==> src/hdl/gluePkg.sv <==
package gluePkg;

    ////////////////////////////////////////
    // Address regions
    ////////////////////////////////////////

    // Top byte of the 24-bit Zorro II space
    localparam logic [7:0] zorroHiByte = 8'h00;

    // Boot overlay region, A[23:21] all zero
    localparam logic [2:0] romLowSel = 3'b000;

    // Kickstart ROM $F80000 to $FFFFFF, A[23:19] all ones
    localparam logic [4:0] romHighSel = 5'b11111;

    // CIA page at $BFxxxx
    localparam logic [7:0] ciaPage = 8'hBF;

    // Custom chip registers at $DFxxxx
    localparam logic [7:0] regPage = 8'hDF;

    // Interrupt acknowledge page, A[31:16] all ones
    localparam logic [15:0] avecPage = 16'hFFFF;

    ////////////////////////////////////////
    // Timing
    ////////////////////////////////////////

    // clk40 cycles per E clock period
    localparam logic [3:0] eClkDiv = 4'd10;

    // Divider count where E goes high
    // 6 low then 4 high
    localparam logic [3:0] eClkHighStart = 4'd6;

    // ROM wait states before TA
    localparam logic [2:0] romWaitCycles = 3'd4;

    // Transfer type of an interrupt acknowledge
    localparam logic [1:0] ttIntAck = 2'b11;

    ////////////////////////////////////////
    // State encodings
    ////////////////////////////////////////

    // CIA sequencer
    typedef enum logic [2:0] {
        ciaIdle,
        ciaSyncLow,
        ciaWaitHigh,
        ciaActive,
        ciaDone
    } ciaStateT;

    // Cycle terminator
    typedef enum logic [1:0] {
        termIdle,
        termRomWait,
        termAck
    } termStateT;

endpackage

==> src/hdl/addressDecode.sv <==
`timescale 1ns/1ps

module addressDecode (
    input  logic        rstN,
    input  logic [31:12] a,
    input  logic        ts,
    input  logic [1:0]  tt,
    input  logic        ovl,
    input  logic        ciaEnable,
    output logic        romEn,
    output logic        ciaSpace,
    output logic        ciaCs0N,
    output logic        ciaCs1N,
    output logic        ramSpaceN,
    output logic        regSpaceN,
    output logic        autoVector
);

    import gluePkg::*;

    logic zorroSpace;
    logic romLowHit;
    logic romHighHit;
    logic ciaHit;
    logic regHit;

    ////////////////////////////////////////
    // Zorro II qualifier
    ////////////////////////////////////////

    // Everything below lives in the low 16 MB
    // Keeps us off cycles meant for other spaces
    assign zorroSpace = (a[31:24] == zorroHiByte);

    // Region hits inside the 24-bit space
    assign romLowHit  = zorroSpace && (a[23:21] == romLowSel);
    assign romHighHit = zorroSpace && (a[23:19] == romHighSel);
    assign ciaHit     = zorroSpace && (a[23:16] == ciaPage);
    assign regHit     = zorroSpace && (a[23:16] == regPage);

    ////////////////////////////////////////
    // ROM
    ////////////////////////////////////////

    // High ROM always decodes
    // Low region only while overlay is set, for the reset vector fetch
    assign romEn = rstN && (romHighHit || (ovl && romLowHit));

    ////////////////////////////////////////
    // CIA
    ////////////////////////////////////////

    assign ciaSpace = rstN && ciaHit;

    // Selects follow the E window from the sequencer
    // A12 low picks CIA0, A13 low picks CIA1
    assign ciaCs0N = !(ciaEnable && !a[12]);
    assign ciaCs1N = !(ciaEnable && !a[13]);

    ////////////////////////////////////////
    // Chipset spaces
    ////////////////////////////////////////

    // Handed to the chipset, qualified by TS
    // Chip RAM only once overlay is off
    assign ramSpaceN = !(romLowHit && !ovl && ts);
    assign regSpaceN = !(regHit && ts);

    ////////////////////////////////////////
    // Autovector
    ////////////////////////////////////////

    // IACK cycle on the all-ones page, always autovectored
    assign autoVector = rstN && (tt == ttIntAck) && (a[31:16] == avecPage);

endmodule

==> src/hdl/ciaCycle.sv <==
`timescale 1ns/1ps

module ciaCycle (
    input  logic clk40,
    input  logic rstN,
    input  logic ciaSpace,
    input  logic ts,
    output logic eClock,
    output logic ciaEnable,
    output logic ciaAck
);

    import gluePkg::*;

    logic [3:0] divCnt;
    logic [3:0] divNext;
    logic       eClkNext;
    ciaStateT   state;
    ciaStateT   stateNext;

    ////////////////////////////////////////
    // E clock divider
    ////////////////////////////////////////

    // Free running count 0 to eClkDiv-1
    always_comb begin
        if (divCnt == eClkDiv - 4'd1) begin
            divNext = 4'd0;
        end else begin
            divNext = divCnt + 4'd1;
        end
    end

    // Level E takes after the next edge
    // Lets the FSM line up with E exactly
    assign eClkNext = (divNext >= eClkHighStart);

    always_ff @(posedge clk40 or negedge rstN) begin
        if (!rstN) begin
            divCnt <= 4'd0;
            eClock <= 1'b0;
        end else begin
            divCnt <= divNext;
            eClock <= eClkNext;
        end
    end

    ////////////////////////////////////////
    // Access sequencer
    ////////////////////////////////////////

    always_comb begin
        stateNext = state;
        case (state)
            // Request taken on TS in CIA space
            ciaIdle: begin
                if (ts && ciaSpace) begin
                    stateNext = ciaSyncLow;
                end
            end
            // Let any high phase in progress finish
            ciaSyncLow: begin
                if (!eClkNext) begin
                    stateNext = ciaWaitHigh;
                end
            end
            // E low here, wait for the rise
            ciaWaitHigh: begin
                if (eClkNext) begin
                    stateNext = ciaActive;
                end
            end
            // Chip selects open for the whole high phase
            ciaActive: begin
                if (!eClkNext) begin
                    stateNext = ciaDone;
                end
            end
            // One cycle to report the end
            ciaDone: begin
                stateNext = ciaIdle;
            end
            default: begin
                stateNext = ciaIdle;
            end
        endcase
    end

    always_ff @(posedge clk40 or negedge rstN) begin
        if (!rstN) begin
            state <= ciaIdle;
        end else begin
            state <= stateNext;
        end
    end

    // Registered from next state, so aligned with E itself
    always_ff @(posedge clk40 or negedge rstN) begin
        if (!rstN) begin
            ciaEnable <= 1'b0;
            ciaAck    <= 1'b0;
        end else begin
            ciaEnable <= (stateNext == ciaActive);
            ciaAck    <= (stateNext == ciaDone);
        end
    end

endmodule

==> src/hdl/cycleTerminator.sv <==
`timescale 1ns/1ps

module cycleTerminator (
    input  logic clk40,
    input  logic rstN,
    input  logic ts,
    input  logic romEn,
    input  logic autoVector,
    input  logic ciaAck,
    output logic taN,
    output logic avecN
);

    import gluePkg::*;

    termStateT  state;
    termStateT  stateNext;
    logic [2:0] waitCnt;
    logic       avecHit;

    ////////////////////////////////////////
    // Next state
    ////////////////////////////////////////

    always_comb begin
        stateNext = state;
        case (state)
            termIdle: begin
                // Autovector needs no wait states
                if (ts && autoVector) begin
                    stateNext = termAck;
                end else if (ts && romEn) begin
                    stateNext = termRomWait;
                end
            end
            // Count down the ROM access time
            termRomWait: begin
                if (waitCnt == 3'd1) begin
                    stateNext = termAck;
                end
            end
            termAck: begin
                stateNext = termIdle;
            end
            default: begin
                stateNext = termIdle;
            end
        endcase

        // End of a CIA access wins over anything else
        if (ciaAck) begin
            stateNext = termAck;
        end
    end

    ////////////////////////////////////////
    // State, wait counter, IACK flag
    ////////////////////////////////////////

    always_ff @(posedge clk40 or negedge rstN) begin
        if (!rstN) begin
            state   <= termIdle;
            waitCnt <= 3'd0;
            avecHit <= 1'b0;
        end else begin
            state <= stateNext;

            // Loaded on TS, one count per clock after
            if (state == termIdle && ts) begin
                waitCnt <= romWaitCycles;
            end else if (state == termRomWait) begin
                waitCnt <= waitCnt - 3'd1;
            end

            // Remember whether this cycle is an IACK
            if (state == termIdle && ts) begin
                avecHit <= autoVector;
            end else if (state == termAck) begin
                avecHit <= 1'b0;
            end
        end
    end

    ////////////////////////////////////////
    // Termination pulses
    ////////////////////////////////////////

    // One clock low in the cycle after the ack state
    always_ff @(posedge clk40 or negedge rstN) begin
        if (!rstN) begin
            taN   <= 1'b1;
            avecN <= 1'b1;
        end else begin
            taN   <= !(state == termAck);
            avecN <= !(state == termAck && avecHit);
        end
    end

endmodule

==> src/hdl/glueTop.sv <==
`timescale 1ns/1ps

module glueTop (
    input  logic        clk40,
    input  logic        rstN,
    input  logic [31:12] a,
    input  logic        ts,
    input  logic [1:0]  tt,
    input  logic        ovl,
    output logic        romEn,
    output logic        ciaSpace,
    output logic        ciaCs0N,
    output logic        ciaCs1N,
    output logic        ramSpaceN,
    output logic        regSpaceN,
    output logic        eClock,
    output logic        taN,
    output logic        avecN
);

    // Internal handoffs between the blocks
    logic autoVector;
    logic ciaEnable;
    logic ciaAck;

    ////////////////////////////////////////
    // Address decode
    ////////////////////////////////////////

    addressDecode decodeInst (
        .rstN      (rstN),
        .a         (a),
        .ts        (ts),
        .tt        (tt),
        .ovl       (ovl),
        .ciaEnable (ciaEnable),
        .romEn     (romEn),
        .ciaSpace  (ciaSpace),
        .ciaCs0N   (ciaCs0N),
        .ciaCs1N   (ciaCs1N),
        .ramSpaceN (ramSpaceN),
        .regSpaceN (regSpaceN),
        .autoVector(autoVector)
    );

    // E clock and CIA window
    ciaCycle ciaInst (
        .clk40    (clk40),
        .rstN     (rstN),
        .ciaSpace (ciaSpace),
        .ts       (ts),
        .eClock   (eClock),
        .ciaEnable(ciaEnable),
        .ciaAck   (ciaAck)
    );

    // TA and AVEC toward the CPU
    cycleTerminator termInst (
        .clk40     (clk40),
        .rstN      (rstN),
        .ts        (ts),
        .romEn     (romEn),
        .autoVector(autoVector),
        .ciaAck    (ciaAck),
        .taN       (taN),
        .avecN     (avecN)
    );

endmodule

==> config.mk <==
export PLATFORM = sky130hd
export DESIGN_NAME = glueTop
export DESIGN_NICKNAME = d
export VERILOG_FILES = /design/src/hdl/gluePkg.sv /design/src/hdl/addressDecode.sv /design/src/hdl/ciaCycle.sv /design/src/hdl/cycleTerminator.sv /design/src/hdl/glueTop.sv
export SDC_FILE = /design/constraint.sdc
export NUM_CORES = 1
export LEC_CHECK = 0
export BUFFER_PORTS_ARGS = -buffer_cell sky130_fd_sc_hd__buf_2
export CORE_AREA = 2 2 55 52
export CTS_CLUSTER_SIZE = 25
export DETAILED_ROUTE_END_ITERATION = 10
export DIE_AREA = 0 0 57 54
export GPL_TIMING_DRIVEN = 0
export REMOVE_ABC_BUFFERS = 1
export SETUP_SLACK_MARGIN = 0.02
export SLEW_MARGIN = 30
export SYNTH_ARGS = -nofsm -noshare
export SYNTH_HDL_FRONTEND = slang
export SYNTH_SLANG_ARGS = --single-unit
==> constraint.sdc <==
create_clock -name clk40 -period 3.5 [get_ports clk40]
set_input_delay 0.7 -clock clk40 [delete_from_list [all_inputs] [get_ports clk40]]
set_output_delay 0.7 -clock clk40 [all_outputs]
set_load 0.1 [all_outputs]
; ---- Yosys cells after proc, flatten, opt, wreduce, memory -nomap -nowiden
; Cells that the tools add are included.
[word_totals]
reg_bits = 18
inputBits = 26
output_inout_bits = 9
elab_cells = 80
[classes]
addsub = 2
magnitude_cmp = 1
n_eq_ne = 16
muxes = 15
reduce_logical = 36
[op_table]
columns = operator, count
row1 = $logic_and 1x1->1, 19
row2 = $mux 3, 6
row3 = $eq 16x16->1 const B, 1
row4 = $eq 8x8->1 const B, 2
row5 = $pmux 3 s4, 1
row6 = $eq 3x2->1 const B, 3
row7 = $logic_not 1->1, 9
row8 = $logic_not 8->1, 1
row9 = $mux 2, 4
row10 = $eq 3x1->1 const B, 2
row11 = $logic_not 3->1, 2
row12 = $eq 5x5->1 const B, 1
row13 = $add 4x1->4 const B, 1
row14 = $eq 2x2->1 const B, 2
row15 = $eq 4x4->1 const B, 1
row16 = $ge 4x3->1 const B, 1
row17 = $mux 4, 1
row18 = $ne 4x2->1 const B, 1
row19 = $pmux 2 s2, 1
row20 = $reduce_bool 2->1, 2
row21 = $eq 3x3->1 const B, 1
row22 = $ne 3x2->1 const B, 1
row23 = $sub 3x1->3 const B, 1
row24 = $eq 2x1->1 const B, 1
row25 = 4 further kinds, 5

; ---- Logic depth before layout (Yosys ltp)
; Gate-level depths: netlist of run 1.
[depth]
ltp_word = 10
ltp_mapped = 6
mapped_depth_nobuf = 6

; ---- Cells and area by module
; Synthesis of run 1 repeated with hierarchy kept, for this count alone.
[hier_totals]
hier_cells = 94
hier_area_um2 = 965.9
[by_module_without_submodules]
columns = mod, instances, cells_each, area_each_um2, seq_area_each_um2
row1 = ciaCycle, 1, 38, 450.4, 250.2
row2 = cycleTerminator, 1, 34, 366.6, 202.7
row3 = addressDecode, 1, 22, 148.9, 0.0

; ---- Worst setup path after synthesis of run 1
; Ideal clock, no wire load.
[synth_timing]
path_kind = input to output
start = input port a[29] in the netlist's numbering
end = output port regSpaceN
arrival_time_ns = 2.294
required_ns = 2.800
slack_ns = 0.506
path_stages = 3
n_path_buf = 0
path_cell_list = or4_4 -> nor2_4 -> nand4_1
[synth_between]
elab_chain_len = 4
[synth_rtl]
columns = item, line_no
row1 = start: declaration, glueTop.sv:6  ; input logic [31:12] a,
row2 = $logic_not 8->1, addressDecode.sv:33  ; assign zorroSpace = (a[31:24] == zorroHiByte);
row3 = $logic_and 1x1->1, addressDecode.sv:39  ; assign regHit = zorroSpace && (a[23:16] == regPage);
row4 = $logic_and 1x1->1, addressDecode.sv:67  ; assign regSpaceN = !(regHit && ts);
row5 = $logic_not 1->1, addressDecode.sv:67
row6 = end: declaration, glueTop.sv:15  ; output logic regSpaceN,
; No other way between the ends.

; ---- Final worst setup path of run 1
[layout_timing]
start = input port a[29] in the netlist's numbering
end = output port ciaSpace
[layout_between]
elab_chain_len = 3
[layout_rtl]
columns = item, line_no
row1 = $logic_not 8->1, addressDecode.sv:33
row2 = $logic_and 1x1->1, addressDecode.sv:38  ; assign ciaHit = zorroSpace && (a[23:16] == ciaPage);
row3 = $logic_and 1x1->1, addressDecode.sv:53  ; assign ciaSpace = rstN && ciaHit;
row4 = end: declaration, glueTop.sv:11  ; output logic ciaSpace,
; No other way between the ends.

==> results of run 1 <==
per-layer routing:
metal,vias up,track usage,wire (µm)
met4,0,0.05814,19
met1,399,0.1578,832
li1,414,-,-
met5,-,0,0
met3,2,0.04327,61
met2,9,0.2893,1042
registers in the layout (all words and copies together), names as in the netlist:
signal and flops:
termInst.taN 1, ciaInst.divCnt 4, ciaInst.state 3, termInst.waitCnt 3, ciaInst.eClock 1, ciaInst.ciaEnable 1
termInst.avecHit 1, ciaInst.ciaAck 1, termInst.state 2, termInst.avecN 1
worst max-delay path by stage:
stage	start	end	slack, ps	cells after the start
floorplan	a[29]	regSpaceN	510	3
global placement	a[29]	ciaSpace	690	6
detailed placement	a[29]	ciaSpace	680	6
CTS	a[29]	ciaSpace	680	6
global route	a[29]	ciaSpace	620	6
finish	a[29]	ciaSpace	690	6
placed cells by master (no fill, tap or decap), types with 2 or more instances in the layout:
| cell type | n |
|---|---|
| a21oi_1 | 2 |
| o21ai_0 | 5 |
| mux2i_1 | 2 |
| nor2_1 | 7 |
| buf_2 | 32 |
| dfrtp_1 | 16 |
| ha_1 | 4 |
| nand2b_1 | 5 |
| nand2_1 | 5 |
| or4_4 | 2 |
| inv_1 | 8 |
| nand4b_1 | 2 |
| nor2b_1 | 2 |
| nand3b_1 | 3 |
| nand3_1 | 3 |
| dfstp_2 | 2 |
| a2111oi_0 | 2 |
| clkbuf_4 | 3 |
| nand4_1 | 3 |
critical path, stage by stage:
cell and delay [ps]:
buf_2 110, or4_4 540, nor2_4 160, nand3_1 120
inv_1 60, buf_2 410
cells by family after synthesis:
family	count (synthesis)	share of synthesized area
DFF	18	0.4744
and+or+nand+nor	43	0.2831
buffers and inverters	8	0.03146
adders and majority gates	4	0.05243
AOI/OAI and AO/OA	18	0.1376
muxes	2	0.02097
where the power goes:
group	leakage (nW)	total, mW	switching [mW]	internal [mW]
Sequential	0.225	0.209	0.000597	0.209
Combinational	0.309	0.0299	0.0158	0.0141
Clock	0.0210	0.127	0.0634	0.0634
cell type report:
| type | count | area [µm²] | area share |
|---|---|---|---|
| repair buffers | 32 | 160.2 | 0.1347 |
| clock buffers | 4 | 36.28 | 0.03053 |
| well taps | 30 | 37.54 | 0.03158 |
| flip-flops and latches | 18 | 452.9 | 0.3811 |
| multi-input cells | 67 | 471.7 | 0.3968 |
| inverters | 8 | 30.03 | 0.02526 |
per-stage QoR:
stage	instance area, µm²	power [mW]	worst slack [ps]
after floorplan	954.7	0.2219	506.2
after global placement	1152	0.2426	694.9
after detailed placement	1152	0.2436	680.8
after CTS	1189	0.3723	679.2
after global routing	1189	0.3860	621.1
final	1189	0.3659	692.6
==> results.md, run 1 <==
* Inserted Diodes at 0
* Initial antenna violation count at 0
* Crit end category: output port
* Worst vdd ir at 0.2510 mV
* Post-synthesis cell count at 93
* Worst hold slack at 331.0 ps
* Worst Setup Start Kind: primary input
* IO buf count at 32
* Synth area leaders: dfrtp_1 (42%), dfstp_2 (5.5%), ha_1 (5.2%), nand2b_1 (3.3%), inv_1 (3.1%)
* FF-to-FF path depth at 5
* Max Freq at 0.3562 GHz
* Post-CTS setup buffers at 0
* Largest net degree at the start of global routing at 22
* Setup TNS at 0 ps
* Netlist Area Pre-Place at 954.7 µm²
* Num CTS Buffers at 3
* Dpl cells at 155
* Final Hold Fails at 0
* Slew @ Worst Pin at 486.9 ps
* Area Overhead vs Synth at 24.51%
* Overflow after GRT at 0
* CP Data Arrival Time at 2110 ps
* First-pass GRT wire length at 3477 µm
* CTS tree: done
* Static Leak at 0.5553 nW
* Fin crit share at 0.8021
* Clock sinks at 18
* Setup-failing EPs final at 0
* Reg2Reg Capture Point: ciaInst.state[0]
* Post-synth EDFFs at 0
* Routed vias/inst at 5.182
* Share of cells above drive strength 1 at 0.3488
* CP max FO at 5
* Max-slew violations at 0
* 1st-pass router iterations at 3
* Die Ht at 54 µm
* RSZ-0062 raised after global routing: false
* Post-layout min period at 2807 ps
* Seq/Total Area, Yosys at 0.4744
* Hold Path Class: in -> async
* Status: completed
* Post-Syn Area per Cell at 10.27 µm²
* Main flop type after synthesis: dfrtp_1
* WS Path Type: in -> out
* Clock Latency Late Sink at 290 ps
* Final core occ at 0.4630
* Die width at 57 µm
* Routed len/inst at 12.30 µm
* Post-CTS Resized at 0
* Count leader, synth: dfrtp_1
* PwrDens at 307.8 nW/µm²
* Vias in the first global route at 834
* Dpl hpwl at 1581 µm
* Async SR Flop Fraction at 1.000
* Post-CTS Hold Buffers at 0
* R2R Path Start: ciaInst.divCnt[0]
* Synth top cells by count: dfrtp_1 (16), inv_1 (8), nor2_1 (7)
* Die Area at 3078 µm²
* DRC Markers at 0
* R2r setup slk at 1800 ps
* Routed WL at 1955 µm
* Max-cap violations at 0
* Rows at 18
* Root Driver: clkbuf_4
* Iter 0 DRT Violations at 6
* Layout Nets at 160
* Non-filler cells, final at 159
* Yosys top cell area share at 0.4194
* Unique masters post-synth at 37
* GP Congestion at 0.8029
* CTS Buffer Depth at 2
* Via count at 824
* Synth Warn # at 0
* GR Util All Layers at 0.1508
* Placeable Area at 2567 µm²
* Worst-path clk slew at 100 ps
* Filler cells at 266
* Fin Clk Skew at 4.067 ps
* Leading area contributor after synthesis: dfrtp_1
* Register bit total from synthesis at 18
* Antenna viol nets, final at 0
* H-tree depth at 1
* IO Pins at 35
* Initial core utilization at 0.3718
* Slew headroom at 0.6776
* CP required at 2800 ps
Note: power is estimated with default switching activity, not from simulation.
==> run 2, diff against run 1 <==
--- a/config.mk
+++ b/config.mk
@@ -5,12 +5,14 @@
 export SDC_FILE = /design/constraint.sdc
 export NUM_CORES = 1
 export LEC_CHECK = 0
+export ABC_AREA = 1
 export BUFFER_PORTS_ARGS = -buffer_cell sky130_fd_sc_hd__buf_2
-export CORE_AREA = 2 2 55 52
+export CORE_AREA = 2 2 59 56
 export CTS_CLUSTER_SIZE = 25
 export DETAILED_ROUTE_END_ITERATION = 10
-export DIE_AREA = 0 0 57 54
+export DIE_AREA = 0 0 61 58
 export GPL_TIMING_DRIVEN = 0
+export PLACE_DENSITY = 0.65
 export REMOVE_ABC_BUFFERS = 1
 export SETUP_SLACK_MARGIN = 0.02
 export SLEW_MARGIN = 30
==> constraint.sdc (replaced) <==
create_clock -name clk40 -period 2.4 [get_ports clk40]
set_input_delay 0.48 -clock clk40 [delete_from_list [all_inputs] [get_ports clk40]]
set_output_delay 0.48 -clock clk40 [all_outputs]
set_load 0.1 [all_outputs]
==> run 2 against run 1 <==
Compared with the run above: sequential power is 46% higher; die area is 15% higher; sequential cell count stayed put; synthesized area is 17% higher; utilization is 0.26 points higher; largest cell class unchanged; first-iteration DRC count grew to 3.0 times the previous value; global-route usage is 2.1 points lower; combinational power is 83% higher; clock power is 19% higher.
==> results.md, run 2 <==
* Status: completed
* RSZ-0062 raised after global routing: false
* CP Data Arrival Time at 1650 ps (-460 ps)
* IO buf count at 32 (unchanged)
* Unique masters post-synth at 23 (-38%)
* Slew @ Worst Pin at 491.2 ps (+4.300 ps)
* IO Pins at 35 (unchanged)
* Final setup margin at 271.0 ps (-421.5 ps)
* Dpl ws at 36.52 ps (-644.3 ps)
* Commonest cells after routing, fill and taps aside: nand2_1 (35), buf_2 (30), nor2_1 (27)
* Antenna viol nets, final at 0 (unchanged)
* Rows at 19 (+1)
* Die width at 61 µm (+7.0%)
* Most common cell after layout, fill and taps aside: nand2_1
* Netlist Area Pre-Place at 1117 µm² (+17%)
* Fin Clk Skew at 9.334 ps (+5.267 ps)
* CP max FO at 20 (+15)
* CTS Buffer Depth at 2 (unchanged)
* Share of cells above drive strength 1 at 0.2926 (-0.05628)
* Biggest regs: ciaInst.divCnt: 4 flops, ciaInst.state: 3 flops, termInst.waitCnt: 3 flops
* Max reg flops at 4 (unchanged)
* Die Area at 3538 µm² (+15%)
* Count leader, synth: nand2_1
* Post-synth EDFFs at 0 (unchanged)
* Post-layout min period at 2129 ps
* First-pass GRT wire length at 3484 µm (+0.20%)
* Clock sinks at 18 (unchanged)
* Layout Nets at 219 (+37%)
* Area Overhead vs Synth at 21.84%
* Setup-failing EPs final at 0 (unchanged)
* Post-synthesis cell count at 152 (+63%)
* Seq/Total Area, Yosys at 0.4054 (-0.06907)
* Worst-path clk slew at 100 ps (about the same)
* Max Freq at 0.4697 GHz
* Main flop type after synthesis: dfrtp_1
* Worst Setup Start Kind: primary input
* Iter 0 DRT Violations at 18 (+12)
* Static Leak at 0.6653 nW (+20%)
* Synth top cells by count: nand2_1 (35), nor2_1 (27), inv_1 (26)
* Final Hold Fails at 0 (unchanged)
* WS Path Type: in -> out
* Yosys top cell area share at 0.3583 (-0.06105)
* Post-Syn Area per Cell at 7.351 µm² (-28%)
* Num CTS Buffers at 3 (unchanged)
* CTS tree: done
* Largest net degree at the start of global routing at 21 (-4.5%)
* Worst vdd ir at 0.2274 mV (-9.4%)
* Crit end category: output port
* Synth Warn # at 0 (unchanged)
* Vias in the first global route at 918 (+10%)
* Die Ht at 58 µm (+7.4%)
* Via count at 1002 (+22%)
* Routed vias/inst at 4.357 (-16%)
* Largest Register: ciaInst.divCnt
* Post-CTS Hold Buffers at 0 (unchanged)
* Overflow after GRT at 0 (unchanged)
* Setup TNS at 0 ps (unchanged)
* Dpl hpwl at 1747 µm (+11%)
* Placeable Area at 2924 µm² (+14%)
* GP Congestion at 0.7264 (-9.5%)
* Inserted Diodes at 0 (unchanged)
* Async SR Flop Fraction at 1.000 (unchanged)
* DRC Markers at 0 (unchanged)
* Leading area contributor after synthesis: dfrtp_1
* Routed WL at 2046 µm (+4.7%)
* 1st-pass router iterations at 4 (+1)
* Slew headroom at 0.6748 (-0.002847)
* Fin crit share at 0.8871
* H-tree depth at 1 (unchanged)
* Max-slew violations at 0 (unchanged)
* Hold Path Class: in -> async
* Initial antenna violation count at 0 (unchanged)
* Max-cap violations at 0 (unchanged)
* Initial core utilization at 0.3821 (+0.01028)
* PwrDens at 375.2 nW/µm² (+22%)
* Post-CTS setup buffers at 0 (unchanged)
* Synth area leaders: dfrtp_1 (36%), nand2_1 (12%), nor2_1 (9.1%), inv_1 (8.7%), dfstp_2 (4.7%)
* GR Util All Layers at 0.1295 (-0.02127)
* CP required at 1920 ps (-880 ps)
* Routed len/inst at 8.896 µm (-28%)
* Root Driver: clkbuf_4
* Clock Latency Late Sink at 290 ps (about the same)
* Register bit total from synthesis at 18 (unchanged)
-- run 2: cell count changes in the layout (fill, tap and decap cells not counted), sizes merged, moves of 3 or more --
cell,before,now
nor2,8,34
nand3b,3,0
nand2b,5,0
nor3b,0,3
nand2,5,39
nor3,1,4
inv,8,28
nand3,3,8
-- run 2: area by class of cell --
type	count	area, µm²
Fill cell	295	1563
Multi-Input combinational cell	106	559.3
Sequential cell	18	452.9
Timing Repair Buffer	32	165.2
Inverter	28	105.1
Tap cell	42	52.55
Clock buffer	4	26.28
-- run 2: what timing repair did --
item / in CTS / in global routing
gates resized for setup: 0 / 2
endpoints found under the setup margin: 0 / 1
hold endpoints to repair: 0 / 0
-- run 2: metal layers --
metal | global-route usage | wire [µm]
met5 | 0 | 0
met4 | 0.03416 | 12
met3 | 0.04241 | 55
met2 | 0.2258 | 1067
met1 | 0.1509 | 910
-- run 2: logic make-up after synthesis --
family | after synthesis | share of synthesized area
flip-flops | 18 | 0.4054
AO/OA/AOI/OAI | 10 | 0.05039
buffers and inverters | 28 | 0.09406
adder cells (fa/ha/maj) | 4 | 0.04479
AND/OR/NAND/NOR | 91 | 0.3975
XOR/XNOR | 1 | 0.007840
-- run 2: path summary, 6_finish.rpt --
check	start	end	slack, ps	depth (start not counted)
worst max-delay path	rstN	ciaSpace	270	5
worst min-delay path	rstN	ciaInst.state[1]	80	1
worst max register to register	ciaInst.divCnt[1]	ciaInst.state[1]	980	9
worst min register to register	termInst.avecHit	termInst.avecN	440	1
max in group asynchronous	rstN	termInst.avecN	2050	1
min in group clk40	termInst.avecHit	termInst.avecN	440	1
-- run 2: critical path: stages --
cell	delay (ps)
clkbuf_4	280
nor3b_4	310
inv_2	60
nor3_1	160
clkbuf_4	370
-- run 2: where the power goes --
group,leakage (nW),switching (mW),total [mW],internal [mW]
Combinational,0.425,0.0316,0.0546,0.0229
Sequential,0.225,0.000744,0.305,0.304
Clock,0.0150,0.0867,0.151,0.0646
Total,0.665,0.119,0.511,0.392
-- run 2: metrics by stage --
step | power [mW] | hold WS [ps] | cells | instance area [µm²] | util
2_1_floorplan | 0.3338 | 184.4 | 152 | 1117 | -
3_5_place_dp | 0.3658 | 433.0 | 226 | 1330 | 0.4549
3_3_place_gp | 0.3643 | 426.5 | 226 | 1330 | 0.4549
6_report | 0.5108 | 76.27 | 230 | 1361 | 0.4656
5_1_grt | 0.5396 | 84.51 | 230 | 1361 | 0.4656
4_1_cts | 0.5167 | 123.6 | 230 | 1356 | 0.4638
==> run 3, diff against run 2 <==
--- a/config.mk
+++ b/config.mk
@@ -12,6 +12,7 @@
 export DETAILED_ROUTE_END_ITERATION = 10
 export DIE_AREA = 0 0 61 58
 export GPL_TIMING_DRIVEN = 0
+export HOLD_SLACK_MARGIN = 0.15
 export PLACE_DENSITY = 0.65
 export REMOVE_ABC_BUFFERS = 1
 export SETUP_SLACK_MARGIN = 0.02
@@ -19,3 +20,4 @@
 export SYNTH_ARGS = -nofsm -noshare
 export SYNTH_HDL_FRONTEND = slang
 export SYNTH_SLANG_ARGS = --single-unit
+export TNS_END_PERCENT = 10
==> run 3 against run 2 <==
Compared with the run above: sequential share of layout area fell by 0.12 points; critical path depth increased by 2; final area rose by 0.37%; clock power barely moved; sequential power hardly changed; total power grew 0.41%; worst setup slack worse by 59 ps; combinational power increased by 2%; first-iteration DRC count fell by 17%; die area stayed put; wire length grew 1.9%; hold slack gained 92 ps; largest power group unchanged.
==> results.md, run 3 (synthesis results as in run 2) <==
* Status: completed
* 1st-pass router iterations at 4 (unchanged)
* IO Pins at 35 (unchanged)
* Setup crit start: a[29]
* GP Congestion at 0.7264 (unchanged)
* Crit end category: output port
* Max Freq at 0.4570 GHz (-2.7%)
* Commonest cells after routing, fill and taps aside: nand2_1 (35), buf_2 (32), nor2_1 (27)
* Fin Clk Skew at 9.736 ps (+0.4019 ps)
* Vias in the first global route at 921 (+0.33%)
* DRC Markers at 0 (unchanged)
* CTS tree: done
* Root Driver: clkbuf_4
* Initial core utilization at 0.3821 (unchanged)
* Post-DP Area at 1330 µm² (unchanged)
* Layout Cell Area excl Fill at 1366 µm² (+0.37%)
* WS Path Type: in -> out
* Biggest regs: ciaInst.divCnt: 4 flops, ciaInst.state: 3 flops, termInst.waitCnt: 3 flops
* R2r setup slk at 980 ps (about the same)
* Overflow after GRT at 0 (unchanged)
* Slew @ Worst Pin at 757.3 ps (+266.1 ps)
* CP required at 1920 ps (about the same)
* Max-cap violations at 0 (unchanged)
* Dpl hpwl at 1747 µm (unchanged)
* Die Area at 3538 µm² (unchanged)
* IO buf count at 32 (unchanged)
* Fin crit share at 0.9117 (+0.02465)
* Inserted Diodes at 0 (unchanged)
* Critical path's most frequent cell: buf_2
* Antenna viol nets, final at 0 (unchanged)
* Die Ht at 58 µm (unchanged)
* Filler cells at 295 (unchanged)
* Worst path cell trace: buf_2 -> nor2_1 -> nand2_1 -> nor3b_4 -> inv_2 -> nor3_1 -> buf_2
* Rows at 19 (unchanged)
* Share of cells above drive strength 1 at 0.2910 (-0.001548)
* Crit path capture: ciaSpace
* CP peak stage delay at 460 ps (+90 ps)
* CP max FO at 3 (-85%)
* Die width at 61 µm (unchanged)
* GR Util All Layers at 0.1313 (+0.001824)
* R2R Path Start: ciaInst.divCnt[1]
* CP Data Arrival Time at 1710 ps (+60 ps)
* Static Leak at 0.6696 nW (+0.64%)
* Routed len/inst at 9.026 µm (+1.5%)
* Setup-failing EPs final at 0 (unchanged)
* CTS Buffer Depth at 2 (unchanged)
* Worst vdd ir at 0.2277 mV (+0.11%)
* Area Overhead vs Synth at 22.28%
* First-pass GRT wire length at 3532 µm (+1.4%)
* Reg2Reg Capture Point: ciaInst.state[1]
* Initial antenna violation count at 0 (unchanged)
* Largest net degree at the start of global routing at 17 (-19%)
* Max-slew violations at 0 (unchanged)
* Worst hold slack at 168.2 ps (+91.98 ps)
* FF-to-FF path depth at 9 (unchanged)
* Layout Nets at 220 (+0.46%)
* Clock Latency Late Sink at 290 ps (about the same)
* PwrDens at 375.4 nW/µm² (about the same)
* H-tree depth at 1 (unchanged)
* Most common cell after layout, fill and taps aside: nand2_1
* Final Hold Fails at 0 (unchanged)
* Largest Register: ciaInst.divCnt
* Routed WL at 2085 µm (+1.9%)
* Via count at 1012 (+1.0%)
* RSZ-0062 raised after global routing: false
* Placeable Area at 2924 µm² (unchanged)
* CP max stage cell: buf_2
* Non-filler cells, final at 231 (+0.43%)
* Num CTS Buffers at 3 (unchanged)
* Iter 0 DRT Violations at 15 (-3)
* Slew headroom at 0.4935 (-0.1813)
* Worst Setup Start Kind: primary input
* Max reg flops at 4 (unchanged)
* Clock sinks at 18 (unchanged)
* Dpl cells at 226 (unchanged)
* Worst-path clk slew at 90 ps (about the same)
* Routed vias/inst at 4.381 (+0.56%)
* Hold Path Class: in -> async
* Post-layout min period at 2188 ps (+59.17 ps)
-- run 3: per-layer routing --
| layer | track usage | up-vias | routed length (µm) |
|---|---|---|---|
| met1 | 0.1594 | 461 | 940 |
| met2 | 0.2227 | 7 | 1077 |
| li1 | - | 542 | - |
| met3 | 0.04241 | 2 | 55 |
| met4 | 0.03416 | 0 | 12 |
| met5 | 0 | - | 0 |
-- run 3: critical path, delay by kind of cell --
family                 cells  cell delay, ps
and+or+nand+nor            4             610
buffers and inverters      3             620
-- run 3: worst min-delay path by stage --
stage	startpoint	end	slack (ps)
floorplan	rstN	ciaInst.ciaAck	180
global placement	termInst.avecHit	termInst.avecN	430
detailed placement	termInst.avecHit	termInst.avecN	430
CTS	rstN	termInst.taN	170
global route	rstN	termInst.taN	150
finish	rstN	termInst.taN	170
-- run 3: final cells by class --
type	count	area, µm²	share of cell area
Clock buffer	4	26.28	0.01923
Inverter	28	105.1	0.07692
Multi-Input combinational cell	106	559.3	0.4093
Sequential cell	18	452.9	0.3315
Tap cell	42	52.55	0.03846
Timing Repair Buffer	33	170.2	0.1245
-- run 3: where the power goes --
| group | total [mW] | leakage (nW) | internal (mW) | switching [mW] |
|---|---|---|---|---|
| Combinational | 0.0558 | 0.429 | 0.0236 | 0.0322 |
| Clock | 0.152 | 0.0150 | 0.0646 | 0.0875 |
| Sequential | 0.305 | 0.225 | 0.304 | 0.000740 |
| Total | 0.513 | 0.670 | 0.392 | 0.121 |
-- run 3: metrics by stage --
stage / util / setup slack [ps] / setup TNS [ps] / power, mW
final: 0.4673 / 211.9 / 0 / 0.5129
after global routing: 0.4673 / 122.0 / 0 / 0.5408
after CTS: 0.4673 / 185.0 / 0 / 0.5182
after detailed placement: 0.4549 / 36.52 / 0 / 0.3658
after global placement: 0.4549 / 40.01 / 0 / 0.3643
after floorplan: - / -1066 / -1357 / 0.3338
-- run 3: timing repair --
item / in CTS / in global routing
setup buffers: 0 / 0
hold buffers: 1 / 0
hold endpoints to repair: 16 / 0
gates resized for setup: 0 / 0
